<file path="config.mk">
export PLATFORM = sky130hd
export DESIGN_NAME = mmu_top
export DESIGN_NICKNAME = d
export VERILOG_FILES = /design/src/verilog/tlb_pkg.sv /design/src/verilog/sv32_pkg.sv /design/src/verilog/tlb_lutram.sv /design/src/verilog/tlb.sv /design/src/verilog/page_walker.sv /design/src/verilog/mmu_ctrl.sv /design/src/verilog/mmu_top.sv
export SDC_FILE = /design/constraint.sdc
export NUM_CORES = 2
export LEC_CHECK = 0
export BUFFER_PORTS_ARGS = -buffer_cell sky130_fd_sc_hd__clkbuf_2
export CAP_MARGIN = 20
export CORE_MARGIN = 2
export CORE_UTILIZATION = 25
export DETAILED_ROUTE_END_ITERATION = 8
export SKIP_CTS_REPAIR_TIMING = 1
export SLEW_MARGIN = 10
export SYNTH_ARGS = -nofsm -noshare
export SYNTH_HDL_FRONTEND = slang
export SYNTH_SLANG_ARGS = --single-unit
</file>
<file path="constraint.sdc">
create_clock -name clk -period 4.75 [get_ports clk]
set_input_delay 0.7125 -clock clk [delete_from_list [all_inputs] [get_ports clk]]
set_output_delay 0.7125 -clock clk [all_outputs]
set_load 0.05 [all_outputs]
</file>
<file path="src/verilog/tlb_pkg.sv">
package tlb_pkg;

    ////////////////////////////////
    // TLB geometry
    localparam int TLB_WAYS  = 2;
    localparam int TLB_DEPTH = 16;
    localparam int TLB_IDX_W = $clog2(TLB_DEPTH);
    // VPN bits left over after the set index
    localparam int TLB_TAG_W = 20 - TLB_IDX_W;

    // Access kinds
    localparam logic [1:0] KIND_READ  = 2'd0;
    localparam logic [1:0] KIND_WRITE = 2'd1;
    localparam logic [1:0] KIND_EXEC  = 2'd2;

    // Configuration register map
    localparam int         CFG_ADDR_W  = 2;
    localparam logic [1:0] CFG_PT_BASE = 2'd0;
    localparam logic [1:0] CFG_ENABLE  = 2'd1;
    localparam logic [1:0] CFG_FLUSH   = 2'd2;

    ////////////////////////////////
    // Stored entry, one per way and set
    typedef struct packed {
        logic                 valid;
        logic [TLB_TAG_W-1:0] tag;
        logic [19:0]          ppn;
        logic                 r;
        logic                 w;
        logic                 x;
    } tlb_entry_t;

    // Lookup view of a virtual address
    typedef struct packed {
        logic [TLB_TAG_W-1:0] tag;
        logic [TLB_IDX_W-1:0] idx;
        logic [11:0]          offset;
    } va_tlb_t;

    // Page table view of the same word
    typedef struct packed {
        logic [19:0] vpn;
        logic [11:0] offset;
    } va_pt_t;

    typedef union packed {
        va_tlb_t tlb_view;
        va_pt_t  pt_view;
    } vaddr_u;

    typedef struct packed {
        vaddr_u     vaddr;
        logic [1:0] kind;
    } xlate_req_t;

    typedef struct packed {
        logic [31:0] paddr;
        logic        fault;
        logic [1:0]  cause;
    } xlate_rsp_t;

    // Permission bit that matches the access kind
    function automatic logic kind_allowed(input logic [1:0] kind, input logic r,
                                          input logic w, input logic x);
        logic ok;
        case (kind)
            KIND_READ:  ok = r;
            KIND_WRITE: ok = w;
            KIND_EXEC:  ok = x;
            default:    ok = 1'b0;
        endcase
        return ok;
    endfunction

endpackage

</file>
<file path="src/verilog/sv32_pkg.sv">
package sv32_pkg;

    ////////////////////////////////
    // Page table entry, Sv32 bit positions
    typedef struct packed {
        // Top PPN bits dropped, physical space is 32 bits
        logic [1:0]  rsvd_hi;
        logic [19:0] ppn;
        // RSW, D, A, G, U all unused here
        logic [5:0]  rsvd_lo;
        logic        x;
        logic        w;
        logic        r;
        logic        v;
    } pte_t;

    typedef enum logic [1:0] {
        FAULT_NONE    = 2'd0,
        FAULT_INVALID = 2'd1,
        FAULT_PERM    = 2'd2
    } fault_e;

    ////////////////////////////////
    // Walker memory read request
    typedef struct packed {
        logic [31:0] addr;
    } mem_req_t;

    // Walker result written back into the TLB
    typedef struct packed {
        logic [19:0] ppn;
        logic        r;
        logic        w;
        logic        x;
    } refill_t;

endpackage

</file>
<file path="src/verilog/tlb_lutram.sv">
`timescale 1ns/1ps

module tlb_lutram (
    input  logic                          clk,
    input  logic                          we,
    input  logic [tlb_pkg::TLB_IDX_W-1:0] waddr,
    input  logic [tlb_pkg::TLB_IDX_W-1:0] raddr,
    input  tlb_pkg::tlb_entry_t           wdata,
    output tlb_pkg::tlb_entry_t           rdata
);

    // One way, maps onto distributed RAM
    tlb_pkg::tlb_entry_t mem [tlb_pkg::TLB_DEPTH];

    // Power-up contents, all entries invalid
    initial begin
        for (int i = 0; i < tlb_pkg::TLB_DEPTH; i++) begin
            mem[i] = '0;
        end
    end

    always_ff @(posedge clk) begin
        if (we) begin
            mem[waddr] <= wdata;
        end
    end

    // Asynchronous read
    assign rdata = mem[raddr];

endmodule

</file>
<file path="src/verilog/tlb.sv">
`timescale 1ns/1ps

module tlb (
    input  logic                          clk,
    input  logic                          rst,
    input  tlb_pkg::xlate_req_t           req,
    input  logic                          req_valid,
    output logic                          req_ready,
    output tlb_pkg::xlate_rsp_t           rsp,
    output logic                          rsp_valid,
    input  logic                          rsp_ready,
    input  logic                          xlat_en,
    input  logic                          flush_active,
    input  logic [tlb_pkg::TLB_IDX_W-1:0] flush_idx,
    output tlb_pkg::vaddr_u               walk_vaddr,
    output logic [1:0]                    walk_kind,
    output logic                          walk_valid,
    input  logic                          walk_done,
    input  sv32_pkg::refill_t             walk_refill,
    input  sv32_pkg::fault_e              walk_fault
);

    typedef enum logic [1:0] {S_IDLE, S_WALK, S_RELOOK, S_RESP} state_e;

    state_e                              state;
    tlb_pkg::xlate_req_t                 cur;
    tlb_pkg::vaddr_u                     look_va;
    logic [1:0]                          look_kind;
    tlb_pkg::tlb_entry_t                 way_q [tlb_pkg::TLB_WAYS];
    tlb_pkg::tlb_entry_t                 wr_entry;
    tlb_pkg::xlate_rsp_t                 hit_rsp;
    logic [tlb_pkg::TLB_WAYS-1:0]        tag_hit;
    logic [tlb_pkg::TLB_WAYS-1:0]        way_we;
    logic [tlb_pkg::TLB_WAYS-1:0]        rr_way;
    logic [tlb_pkg::TLB_IDX_W-1:0]       wr_idx;
    logic                                hit;
    logic                                accept;
    logic                                refill_we;
    logic [19:0]                         hit_ppn;
    logic                                hit_r;
    logic                                hit_w;
    logic                                hit_x;

    ////////////////////////////////
    // Lookup
    // Incoming request while idle, held request otherwise
    assign look_va   = (state == S_IDLE) ? req.vaddr : cur.vaddr;
    assign look_kind = (state == S_IDLE) ? req.kind : cur.kind;

    // Flush owns the write port, refill write dropped if they meet
    assign refill_we = (state == S_WALK) & walk_done & (walk_fault == sv32_pkg::FAULT_NONE);
    assign wr_idx    = flush_active ? flush_idx : cur.vaddr.tlb_view.idx;
    assign way_we    = flush_active ? '1 : (refill_we ? rr_way : '0);

    always_comb begin
        wr_entry       = '0;
        if (!flush_active) begin
            wr_entry.valid = 1'b1;
            wr_entry.tag   = cur.vaddr.tlb_view.tag;
            wr_entry.ppn   = walk_refill.ppn;
            wr_entry.r     = walk_refill.r;
            wr_entry.w     = walk_refill.w;
            wr_entry.x     = walk_refill.x;
        end
    end

    for (genvar i = 0; i < tlb_pkg::TLB_WAYS; i++) begin : g_way
        tlb_lutram u_ram (
            .clk   (clk),
            .we    (way_we[i]),
            .waddr (wr_idx),
            .raddr (look_va.tlb_view.idx),
            .wdata (wr_entry),
            .rdata (way_q[i])
        );
        assign tag_hit[i] = way_q[i].valid & (way_q[i].tag == look_va.tlb_view.tag);
    end

    assign hit = |tag_hit;

    // OR-mux of the hitting way, at most one
    always_comb begin
        hit_ppn = '0;
        hit_r   = 1'b0;
        hit_w   = 1'b0;
        hit_x   = 1'b0;
        for (int i = 0; i < tlb_pkg::TLB_WAYS; i++) begin
            if (tag_hit[i]) begin
                hit_ppn |= way_q[i].ppn;
                hit_r   |= way_q[i].r;
                hit_w   |= way_q[i].w;
                hit_x   |= way_q[i].x;
            end
        end
    end

    // Cached entry may lack the bit for this kind
    always_comb begin
        hit_rsp.paddr = {hit_ppn, look_va.tlb_view.offset};
        hit_rsp.fault = 1'b0;
        hit_rsp.cause = sv32_pkg::FAULT_NONE;
        if (!tlb_pkg::kind_allowed(look_kind, hit_r, hit_w, hit_x)) begin
            hit_rsp.paddr = '0;
            hit_rsp.fault = 1'b1;
            hit_rsp.cause = sv32_pkg::FAULT_PERM;
        end
    end

    ////////////////////////////////
    // Handshakes
    assign req_ready  = (state == S_IDLE) & ~flush_active;
    assign accept     = req_valid & req_ready;
    assign rsp_valid  = (state == S_RESP);
    // Walker never starts during a flush
    assign walk_valid = (state == S_WALK) & ~flush_active;
    assign walk_vaddr = cur.vaddr;
    assign walk_kind  = cur.kind;

    always_ff @(posedge clk) begin
        if (rst) begin
            state  <= S_IDLE;
            rr_way <= tlb_pkg::TLB_WAYS'(1);
        end else begin
            case (state)
                S_IDLE: begin
                    if (accept) begin
                        state <= (!xlat_en || hit) ? S_RESP : S_WALK;
                    end
                end
                S_WALK: begin
                    if (walk_done) begin
                        state <= (walk_fault == sv32_pkg::FAULT_NONE) ? S_RELOOK : S_RESP;
                    end
                end
                // Flush may have wiped the refill, walk again
                S_RELOOK: begin
                    if (!flush_active) begin
                        state <= hit ? S_RESP : S_WALK;
                    end
                end
                S_RESP: begin
                    if (rsp_ready) begin
                        state <= S_IDLE;
                    end
                end
                default: state <= S_IDLE;
            endcase
            // Round-robin victim pointer
            if (refill_we && !flush_active) begin
                rr_way <= {rr_way[tlb_pkg::TLB_WAYS-2:0], rr_way[tlb_pkg::TLB_WAYS-1]};
            end
        end
    end

    // Request and response payload
    always_ff @(posedge clk) begin
        if (accept) begin
            cur <= req;
        end
        if (accept && !xlat_en) begin
            rsp.paddr <= req.vaddr;
            rsp.fault <= 1'b0;
            rsp.cause <= sv32_pkg::FAULT_NONE;
        end else if (accept && hit) begin
            rsp <= hit_rsp;
        end else if (state == S_WALK && walk_done && walk_fault != sv32_pkg::FAULT_NONE) begin
            rsp.paddr <= '0;
            rsp.fault <= 1'b1;
            rsp.cause <= walk_fault;
        end else if (state == S_RELOOK && !flush_active && hit) begin
            rsp <= hit_rsp;
        end
    end

endmodule

</file>
<file path="src/verilog/page_walker.sv">
`timescale 1ns/1ps

module page_walker (
    input  logic               clk,
    input  logic               rst,
    input  logic [31:0]        pt_base,
    input  tlb_pkg::vaddr_u    walk_vaddr,
    input  logic [1:0]         walk_kind,
    input  logic               walk_valid,
    output logic               walk_done,
    output sv32_pkg::refill_t  walk_refill,
    output sv32_pkg::fault_e   walk_fault,
    output sv32_pkg::mem_req_t mem_req,
    output logic               mem_req_valid,
    input  logic               mem_req_ready,
    input  logic [31:0]        mem_rdata,
    input  logic               mem_rsp_valid
);

    typedef enum logic [1:0] {W_IDLE, W_REQ, W_WAIT} wstate_e;

    wstate_e        state;
    sv32_pkg::pte_t pte;

    ////////////////////////////////
    // Walk FSM
    always_ff @(posedge clk) begin
        if (rst) begin
            state <= W_IDLE;
        end else begin
            case (state)
                W_IDLE: begin
                    if (walk_valid) begin
                        state <= W_REQ;
                    end
                end
                W_REQ: begin
                    if (mem_req_ready) begin
                        state <= W_WAIT;
                    end
                end
                // One outstanding read, response cannot stall
                W_WAIT: begin
                    if (mem_rsp_valid) begin
                        state <= W_IDLE;
                    end
                end
                default: state <= W_IDLE;
            endcase
        end
    end

    // Single level table, 4 bytes per PTE
    always_ff @(posedge clk) begin
        if (state == W_IDLE && walk_valid) begin
            mem_req.addr <= pt_base + {10'd0, walk_vaddr.pt_view.vpn, 2'b00};
        end
    end

    assign mem_req_valid = (state == W_REQ);

    ////////////////////////////////
    // PTE decode
    assign pte = sv32_pkg::pte_t'(mem_rdata);

    assign walk_refill.ppn = pte.ppn;
    assign walk_refill.r   = pte.r;
    assign walk_refill.w   = pte.w;
    assign walk_refill.x   = pte.x;

    always_comb begin
        if (!pte.v) begin
            walk_fault = sv32_pkg::FAULT_INVALID;
        end else if (!tlb_pkg::kind_allowed(walk_kind, pte.r, pte.w, pte.x)) begin
            walk_fault = sv32_pkg::FAULT_PERM;
        end else begin
            walk_fault = sv32_pkg::FAULT_NONE;
        end
    end

    // Same cycle as the read data, TLB leaves its walk state on it
    assign walk_done = (state == W_WAIT) & mem_rsp_valid;

endmodule

</file>
<file path="src/verilog/mmu_ctrl.sv">
`timescale 1ns/1ps

module mmu_ctrl (
    input  logic                           clk,
    input  logic                           rst,
    input  logic                           cfg_valid,
    output logic                           cfg_ready,
    input  logic [tlb_pkg::CFG_ADDR_W-1:0] cfg_addr,
    input  logic [31:0]                    cfg_wdata,
    output logic [31:0]                    pt_base,
    output logic                           xlat_en,
    output logic                           flush_active,
    output logic [tlb_pkg::TLB_IDX_W-1:0]  flush_idx
);

    logic cfg_we;

    // No writes taken while sets are being cleared
    assign cfg_ready = ~flush_active;
    assign cfg_we    = cfg_valid & cfg_ready;

    always_ff @(posedge clk) begin
        if (rst) begin
            pt_base      <= '0;
            xlat_en      <= 1'b0;
            flush_active <= 1'b0;
            flush_idx    <= '0;
        end else begin
            if (cfg_we) begin
                case (cfg_addr)
                    tlb_pkg::CFG_PT_BASE: pt_base <= cfg_wdata;
                    tlb_pkg::CFG_ENABLE:  xlat_en <= cfg_wdata[0];
                    tlb_pkg::CFG_FLUSH: begin
                        flush_active <= 1'b1;
                        flush_idx    <= '0;
                    end
                    default: ;
                endcase
            end
            // One set per cycle, TLB_DEPTH cycles in total
            if (flush_active) begin
                flush_idx <= flush_idx + 1'b1;
                if (flush_idx == tlb_pkg::TLB_IDX_W'(tlb_pkg::TLB_DEPTH - 1)) begin
                    flush_active <= 1'b0;
                end
            end
        end
    end

endmodule

</file>
<file path="src/verilog/mmu_top.sv">
`timescale 1ns/1ps

module mmu_top (
    input  logic                           clk,
    input  logic                           rst,
    input  tlb_pkg::xlate_req_t            req,
    input  logic                           req_valid,
    output logic                           req_ready,
    output tlb_pkg::xlate_rsp_t            rsp,
    output logic                           rsp_valid,
    input  logic                           rsp_ready,
    output sv32_pkg::mem_req_t             mem_req,
    output logic                           mem_req_valid,
    input  logic                           mem_req_ready,
    input  logic [31:0]                    mem_rdata,
    input  logic                           mem_rsp_valid,
    input  logic                           cfg_valid,
    output logic                           cfg_ready,
    input  logic [tlb_pkg::CFG_ADDR_W-1:0] cfg_addr,
    input  logic [31:0]                    cfg_wdata
);

    ////////////////////////////////
    // Control to TLB and walker
    logic [31:0]                   pt_base;
    logic                          xlat_en;
    logic                          flush_active;
    logic [tlb_pkg::TLB_IDX_W-1:0] flush_idx;

    // TLB to walker
    tlb_pkg::vaddr_u               walk_vaddr;
    logic [1:0]                    walk_kind;
    logic                          walk_valid;
    logic                          walk_done;
    sv32_pkg::refill_t             walk_refill;
    sv32_pkg::fault_e              walk_fault;

    mmu_ctrl u_mmu_ctrl (
        .clk          (clk),
        .rst          (rst),
        .cfg_valid    (cfg_valid),
        .cfg_ready    (cfg_ready),
        .cfg_addr     (cfg_addr),
        .cfg_wdata    (cfg_wdata),
        .pt_base      (pt_base),
        .xlat_en      (xlat_en),
        .flush_active (flush_active),
        .flush_idx    (flush_idx)
    );

    tlb u_tlb (
        .clk          (clk),
        .rst          (rst),
        .req          (req),
        .req_valid    (req_valid),
        .req_ready    (req_ready),
        .rsp          (rsp),
        .rsp_valid    (rsp_valid),
        .rsp_ready    (rsp_ready),
        .xlat_en      (xlat_en),
        .flush_active (flush_active),
        .flush_idx    (flush_idx),
        .walk_vaddr   (walk_vaddr),
        .walk_kind    (walk_kind),
        .walk_valid   (walk_valid),
        .walk_done    (walk_done),
        .walk_refill  (walk_refill),
        .walk_fault   (walk_fault)
    );

    page_walker u_page_walker (
        .clk           (clk),
        .rst           (rst),
        .pt_base       (pt_base),
        .walk_vaddr    (walk_vaddr),
        .walk_kind     (walk_kind),
        .walk_valid    (walk_valid),
        .walk_done     (walk_done),
        .walk_refill   (walk_refill),
        .walk_fault    (walk_fault),
        .mem_req       (mem_req),
        .mem_req_valid (mem_req_valid),
        .mem_req_ready (mem_req_ready),
        .mem_rdata     (mem_rdata),
        .mem_rsp_valid (mem_rsp_valid)
    );

endmodule

</file>
Word level (Yosys, flattened, before mapping) --
Memories as Yosys holds them, arrays and structs flattened. Index checks and enable logic that the tools add are counted.
Operators by class: muxes and demuxes 47, reduce and logical (&&, ||, !) cells 28, equality and inequality tests 21, bitwise gates (word level) 14, $add $sub $neg 2
Operators by type and width (number):
- $mux W35 | 5
- $mux W20 | 2
- $mux W40 | 1
- $add A32 B22 Y32 | 1
- $eq A16 B16 Y1 | 2
- $mux W32 | 1
- $mux W2 | 14
- $or A20 B20 Y20 | 1
- $mux W1 | 16
- $mux W4 | 4
- $eq A2 B2 Y1 const B | 6
- $logic_not A2 Y1 | 6
- $eq A2 B1 Y1 const B | 5
- $ne A2 B1 Y1 const B | 5
- $and A1 B1 Y1 | 9
- $logic_and A1 B1 Y1 | 8
- $pmux W2 S4 | 1
- $pmux W1 S3 | 2
- $pmux W2 S3 | 1
- $reduce_and A2 Y1 | 3
- $reduce_bool A2 Y1 | 3
- $add A4 B1 Y4 const B | 1
- $eq A4 B4 Y1 const B | 1
- $ne A2 B2 Y1 const B | 2
- 9 further kinds | 12
Word-level totals: memory bits (writable) 1280, bits in registers 145, input bits 107, memories 2, logic and storage cells 127
Memories:
- u_tlb.g_way[0].u_ram.mem | words 16, bits a word 40, rd ports 1, clocked after Yosys merged registers in 0, write ports 1, line tlb_lutram.sv:13 | tlb_pkg::tlb_entry_t mem [tlb_pkg::TLB_DEPTH];
- u_tlb.g_way[1].u_ram.mem | words 16, bits a word 40, rd ports 1, clocked after Yosys merged registers in 0, write ports 1, line tlb_lutram.sv:13

Longest topological paths before layout --
An unclocked memory read counts as a cell.
depth in word-level cells 14, depth in mapped cells 19, depth with buffers taken out 14

By module --
A second synthesis with hierarchy kept.
Unflattened totals: cell total of the unflattened synthesis 2830, area total of the unflattened synthesis 56857.0 um^2
By module, submodules not included:
- tlb_lutram | cells an instance 1000, area each 24330.8 um^2, sequential area each 19218.4 um^2, instances 2
- tlb | cells an instance 430, area each 4344.2 um^2, sequential area each 2122.0 um^2, instances 1
- page_walker | cells an instance 230, area each 2441.1 um^2, sequential area each 1001.0 um^2, instances 1
- mmu_ctrl | cells an instance 170, area each 1410.1 um^2, sequential area each 760.7 um^2, instances 1

Worst setup path before layout --
OpenSTA, ideal clock, no wires.
path type input to register, start point in req[14] (netlist bit), end point reg, netlist name u_tlb.rsp[10], slack -24 ps, stages 12, data required time 4361 ps, buffers on the path 1, library setup time 389 ps, arrival 4384 ps, cells stage by stage or3b_1 > buf_6 > nand2_8 > mux4_2 > a2111oi_0 > a31oi_1 > xor2_1 > o21ai_0 > or4_4 > or3_1 > a31o_1 > nand2_1
On the way: cells in the longest elaborated chain, start to end 7
Ends and longest elaborated chain:
- start, declared | line mmu_top.sv:6 | input tlb_pkg::xlate_req_t req,
- $mux W32 * | line tlb.sv:47 | assign look_va = (state == S_IDLE) ? req.vaddr : cur.vaddr;
- $mem_v2 Z16 W40
- $eq A16 B16 Y1 | line tlb.sv:76 | assign tag_hit[i] = way_q[i].valid & (way_q[i].tag == look_va.tlb_view.tag);
- $and A1 B1 Y1 | line tlb.sv:76
- $reduce_or A2 Y1 * | line tlb.sv:79 | assign hit = |tag_hit;
- $logic_and A1 B1 Y1 (on tied branches) | line tlb.sv:170, tlb.sv:164
- $reduce_bool A4 Y1 (no line) *
Mark *: on every way between the ends. The rest lies on a longest branch, timed or not. A chain may end at the register's enable or synchronous reset.

Final worst setup path --
start point reg u_tlb.state[0], end point reg, netlist name u_tlb.rsp[33]
On the way: cells in the longest elaborated chain, start to end 14
Ends and longest elaborated chain:
- start, declared | line tlb.sv:25 | state_e state;
- start signal, assigned | line tlb.sv:127 | state <= (!xlat_en || hit) ? S_RESP : S_WALK;
- start signal, assigned | line tlb.sv:132 | state <= (walk_fault == sv32_pkg::FAULT_NONE) ? S_RELOOK : S_RESP;
- start signal, assigned | line tlb.sv:138 | state <= hit ? S_RESP : S_WALK;
- $logic_not A2 Y1 | line tlb.sv:47, tlb.sv:48, tlb.sv:111
- $mux W32 | line tlb.sv:47
- $mem_v2 Z16 W40
- $eq A16 B16 Y1 | line tlb.sv:76
- $and A1 B1 Y1 | line tlb.sv:76
- $mux W1 | line tlb.sv:88 | if (tag_hit[i]) begin
- $or A1 B1 Y1 (on tied branches) | line tlb.sv:92, tlb.sv:90, tlb.sv:91
- $mux W1 | line tlb.sv:88
- $pmux W1 S3 | line tlb_pkg.sv:66 | case (kind)
- $mux W35 | line tlb.sv:102 | if (!tlb_pkg::kind_allowed(look_kind, hit_r, hit_w, hit_x)) begin
- $mux W35 | line tlb.sv:170 | end else if (state == S_RELOOK && !flush_active && hit) begin
- $mux W35 | line tlb.sv:166 | end else if (state == S_WALK && walk_done && walk_fault != sv32_pkg::FAULT_NONE) begin
- $mux W35 | line tlb.sv:164 | end else if (accept && hit) begin
- $mux W35 * | line tlb.sv:160 | if (accept && !xlat_en) begin
Mark *: on every way between the ends. The rest lies on a longest branch, timed or not. The select of a mux whose other input is x is not followed.

==> impl_metrics.py <==
metrics = {
    "power": {
        "ir_worst_vdd_mv": 0.3888,
        "internal_power_mw": 22.39,
        "p_leak_nw": 24.44,
        "p_sw_mw": 8.788,
        "power_density_nw_per_um2": 440.8,
        "swShare_pct": 28.19,
        "power_mw": 31.17,
        "p_clk_share_pct": 36.4,
        "p_seq_share_pct": 45.5,
        "share_comb_of_total_power_pct": 18.1,
    },
    "timing": {
        "fin_crit_ns": 4.620,
        "rsz0062_at_grt": "no",
        "finalHoldViolCount": 0,
        "max_freq_ghz": 0.2165,
        "relSlewSlack_pct": 26.63,
        "finalSetupViolCount": 0,
        "worst_slew_pin_slew_ns": 1.096,
        "finClkSkew_ns": 0.02541,
        "whs_ns": 0.1440,
        "drv_slew": 0,
        "finalWorstSetupSlack_ns": 0.1304,
        "min_period_over_period_pct": 97.26,
        "final.setup.tns_ns": 0,
    },
    "worst_setup_path": {
        "critPathMaxStageDelay_ns": 0.44,
        "r2r_end": "u_tlb.rsp[33]",
        "cp_data_required_time_ns": 5.26,
        "cpLargestDelayFamily": "buffers and inverters",
        "worstSetupPathType": "reg2reg",
        "crit_chain": "buf_4, nor2_4, mux2i_4, buf_4, buf_4, buf_4, buf_12, a311oi_1, o31ai_1, nor3_1, buf_4, o311ai_4, buf_12, buf_4, nor4_2, o22ai_1, o21ai_1",
        "path_buf_inv": 8,
        "rr_worst_depth": 17,
        "cp_common_cell": "buf_4",
        "setup.worst_path.start_class": "flip-flop",
        "reg2reg_from": "u_tlb.state[0]",
        "cp_max_fo": 60,
        "cp_slowest_cell": "o311ai_4",
        "crit_arrival_ns": 5.13,
        "startpoint": "u_tlb.state[0]",
        "crit_path_end_kind": "flip-flop",
        "rrSetupSlack_ns": 0.13,
    },
    "yosys": {
        "synth_edf_count": 1378,
        "netlist.area_leader.share_pct": 70.88,
        "synth_cell_type_count": 90,
        "synth_top_cell_by_area": "edfxtp_1",
        "ys_seq_area_share_pct": 72.50,
        "synth_fa_ha_area_share_pct": 0.4844,
        "synthesis.area_um2": 58380,
        "syn_nets": 4472,
        "synth_most_common_cell": "edfxtp_1",
        "syn_inst": 4343,
        "yosys-top-cells-area": "edfxtp_1 (71%), nand2_1 (7.2%), nand3_1 (3.7%)",
        "synth.avg_cell_area_um2": 13.44,
        "synthSimpleGateAreaFrac_pct": 14.35,
        "synthXorXnorAreaFrac_pct": 0.6601,
        "ys_ff_latch": 1425,
        "ys.warnings.count": 0,
        "ys.flop_type": "edfxtp_1",
        "synth_top_family_by_area": "simple AND/OR/NAND/NOR gates",
        "synth-compound-area-share_pct": 6.042,
        "synth_mux_area_share_pct": 3.674,
        "async_flop_share_pct": 0,
        "synthTopCellsByCount": "edfxtp_1 (1,378), nand2_1 (1,117), nand3_1 (432), clkbuf_1 (157), mux2i_1 (140)",
    },
    "hold_path": {
        "min_to": "u_tlb.walk_kind[0]",
        "whs_path_depth": 1,
        "hp-class": "in2reg",
        "worstHoldStart": "req[0]",
    },
    "detailed_routing": {
        "first_pass_iters": 5,
        "avgRoutedWirePerCell_um": 23.61,
        "drc": 0,
        "num_vias": 38880,
        "drtIter0Drc": 4968,
        "ant_nets": 0,
        "routed_wl_um": 186600,
        "viasPerCell": 4.921,
    },
    "global_routing": {
        "grt_max_degree": 88,
        "track_usage_pct": 15.14,
        "first_global_vias": 36580,
        "antenna_found_initial": 9,
        "grt_overflow": 0,
        "grt_pass1_wl_um": 263000,
    },
    "clock_network": {
        "numCtsBuffers": 149,
        "path_clk_slew_ns": 0.06,
        "worst_skew_pair.late_latency_ns": 0.79,
        "cts_buffer_depth": 3,
        "cts_sinks": 1425,
        "root_buffer": "clkbuf_16",
        "cts_tree": "yes",
        "htreeDepth": 4,
    },
    "cells_and_area": {
        "postLayoutCellArea_um2": 70720,
        "drive_gt1_share_pct": 18.34,
        "syn_to_final_growth_pct": 21.14,
        "nets": 4872,
        "final_util_pct": 30.44,
        "finalNonFillerCells": 7901,
    },
    "die": {
        "start_util_pct": 25.13,
        "fp.dieW_um": 487.2,
        "io_pins": 178,
        "die_y_um": 487.2,
        "rows": 177,
        "coreArea_um2": 232300,
        "die_area_um2": 237400,
    },
    "placement": {
        "place_inst": 7611,
        "hpwl_um": 111200,
        "gp_congestion": 0.8950,
        "io_buffers": 169,
        "place_ws_ns": -0.3287,
        "placed_cell_area_um2": 65570,
    },
    "status": {
        "status": "finished clean",
    },
    "run": {
        "cap_violations": 0,
    },
}
==> power groups by stage <==
| stage | combinational (mW) | sequential (mW) | clock [mW] |
|---|---|---|---|
| global placement | 5.44 | 14.5 | 0 |
| floorplan | 3.03 | 14.6 | 0 |
| global route | 6.00 | 14.2 | 11.9 |
| CTS | 5.50 | 14.2 | 11.5 |
| detailed placement | 5.49 | 14.5 | 0 |
| finish | 5.65 | 14.2 | 11.3 |
==> worst reg2reg max path, cell delays in order (launching register included) <==
cell and delay (ns):
dfxtp_1 0.38, buf_4 0.20, nor2_4 0.24, mux2i_4 0.42
buf_4 0.18, buf_4 0.11, buf_4 0.30, buf_12 0.33
a311oi_1 0.18, o31ai_1 0.29, nor3_1 0.11, buf_4 0.16
o311ai_4 0.44, buf_12 0.20, buf_4 0.27, nor4_2 0.08
o22ai_1 0.36, o21ai_1 0.09
==> worst max-delay path by stage <==
| stage | endpoint | slack (ns) | cells after the start |
|---|---|---|---|
| after floorplan | u_tlb.rsp[10] | 0.27 | 12 |
| after global placement | u_tlb.rsp[29] | -0.40 | 17 |
| after detailed placement | u_tlb.rsp[29] | -0.33 | 17 |
| after CTS | u_tlb.rsp[11] | 0.06 | 15 |
| after global routing | u_tlb.rsp[3] | 0.009 | 17 |
| final | u_tlb.rsp[33] | 0.13 | 17 |
==> layout make-up <==
| cell class | instances | area, µm² |
|---|---|---|
| fill | 22900 | 161600 |
| sequential | 1425 | 42320 |
| multi-input combinational | 2628 | 15290 |
| timing repair buffer | 520 | 4523 |
| clock buffer | 180 | 3897 |
| tap | 3043 | 3807 |
| clock inverter | 82 | 792.0 |
| inverter | 19 | 71.32 |
| antenna | 4 | 10.01 |
==> layer usage <==
| metal | global-route usage, % | wire (µm) |
|---|---|---|
| met5 | 0 | 11 |
| met2 | 24.35 | 87190 |
| met4 | 5.302 | 6288 |
| met1 | 20.49 | 76130 |
| met3 | 2.644 | 16940 |
==> layout by cell type, fill, tap and decap left out, types with 23 or more instances in the layout <==
cell type,count
o21ai_1,23
clkbuf_2,169
nand2_1,1115
mux2i_1,137
o21ai_0,74
a21o_1,26
nor2b_2,25
clkinv_1,29
dfxtp_1,46
o211ai_1,26
mux4_2,32
nor4_1,44
o22ai_1,36
nor2_1,49
a311oi_1,52
a21oi_1,77
clkbuf_16,152
a31oi_1,27
and3_1,68
xor2_1,23
buf_4,259
clkinv_2,25
nand3_1,432
buf_12,71
nor2_4,35
clkbuf_1,28
a32oi_1,30
edfxtp_1,1378
==> registers in the layout, indices dropped and copies added (netlist names) <==
signal and flops:
u_tlb.rsp 35, u_tlb.walk_kind 2, u_tlb.walk_vaddr 32, u_tlb.state 2
u_page_walker.mem_req 32, u_mmu_ctrl.xlat_en 1, u_mmu_ctrl.flush_active 1, u_mmu_ctrl.pt_base 32
u_tlb.rr_way 2, u_mmu_ctrl.flush_idx 4, u_tlb.g_way.u_ram.mem 1280, u_page_walker.state 2
==> kinds of logic (layout without fill, tap and decap cells) <==
| group | count (synthesis) | count (layout) |
|---|---|---|
| simple gates | 1892 | 1892 |
| compound gates | 496 | 496 |
| fa+ha+maj | 22 | 22 |
| flops | 1425 | 1425 |
| xor+xnor | 44 | 44 |
| other cells | 0 | 4 |
| buf+inv | 290 | 801 |
| mux | 174 | 174 |
Note: power is estimated with default switching activity, not from simulation.
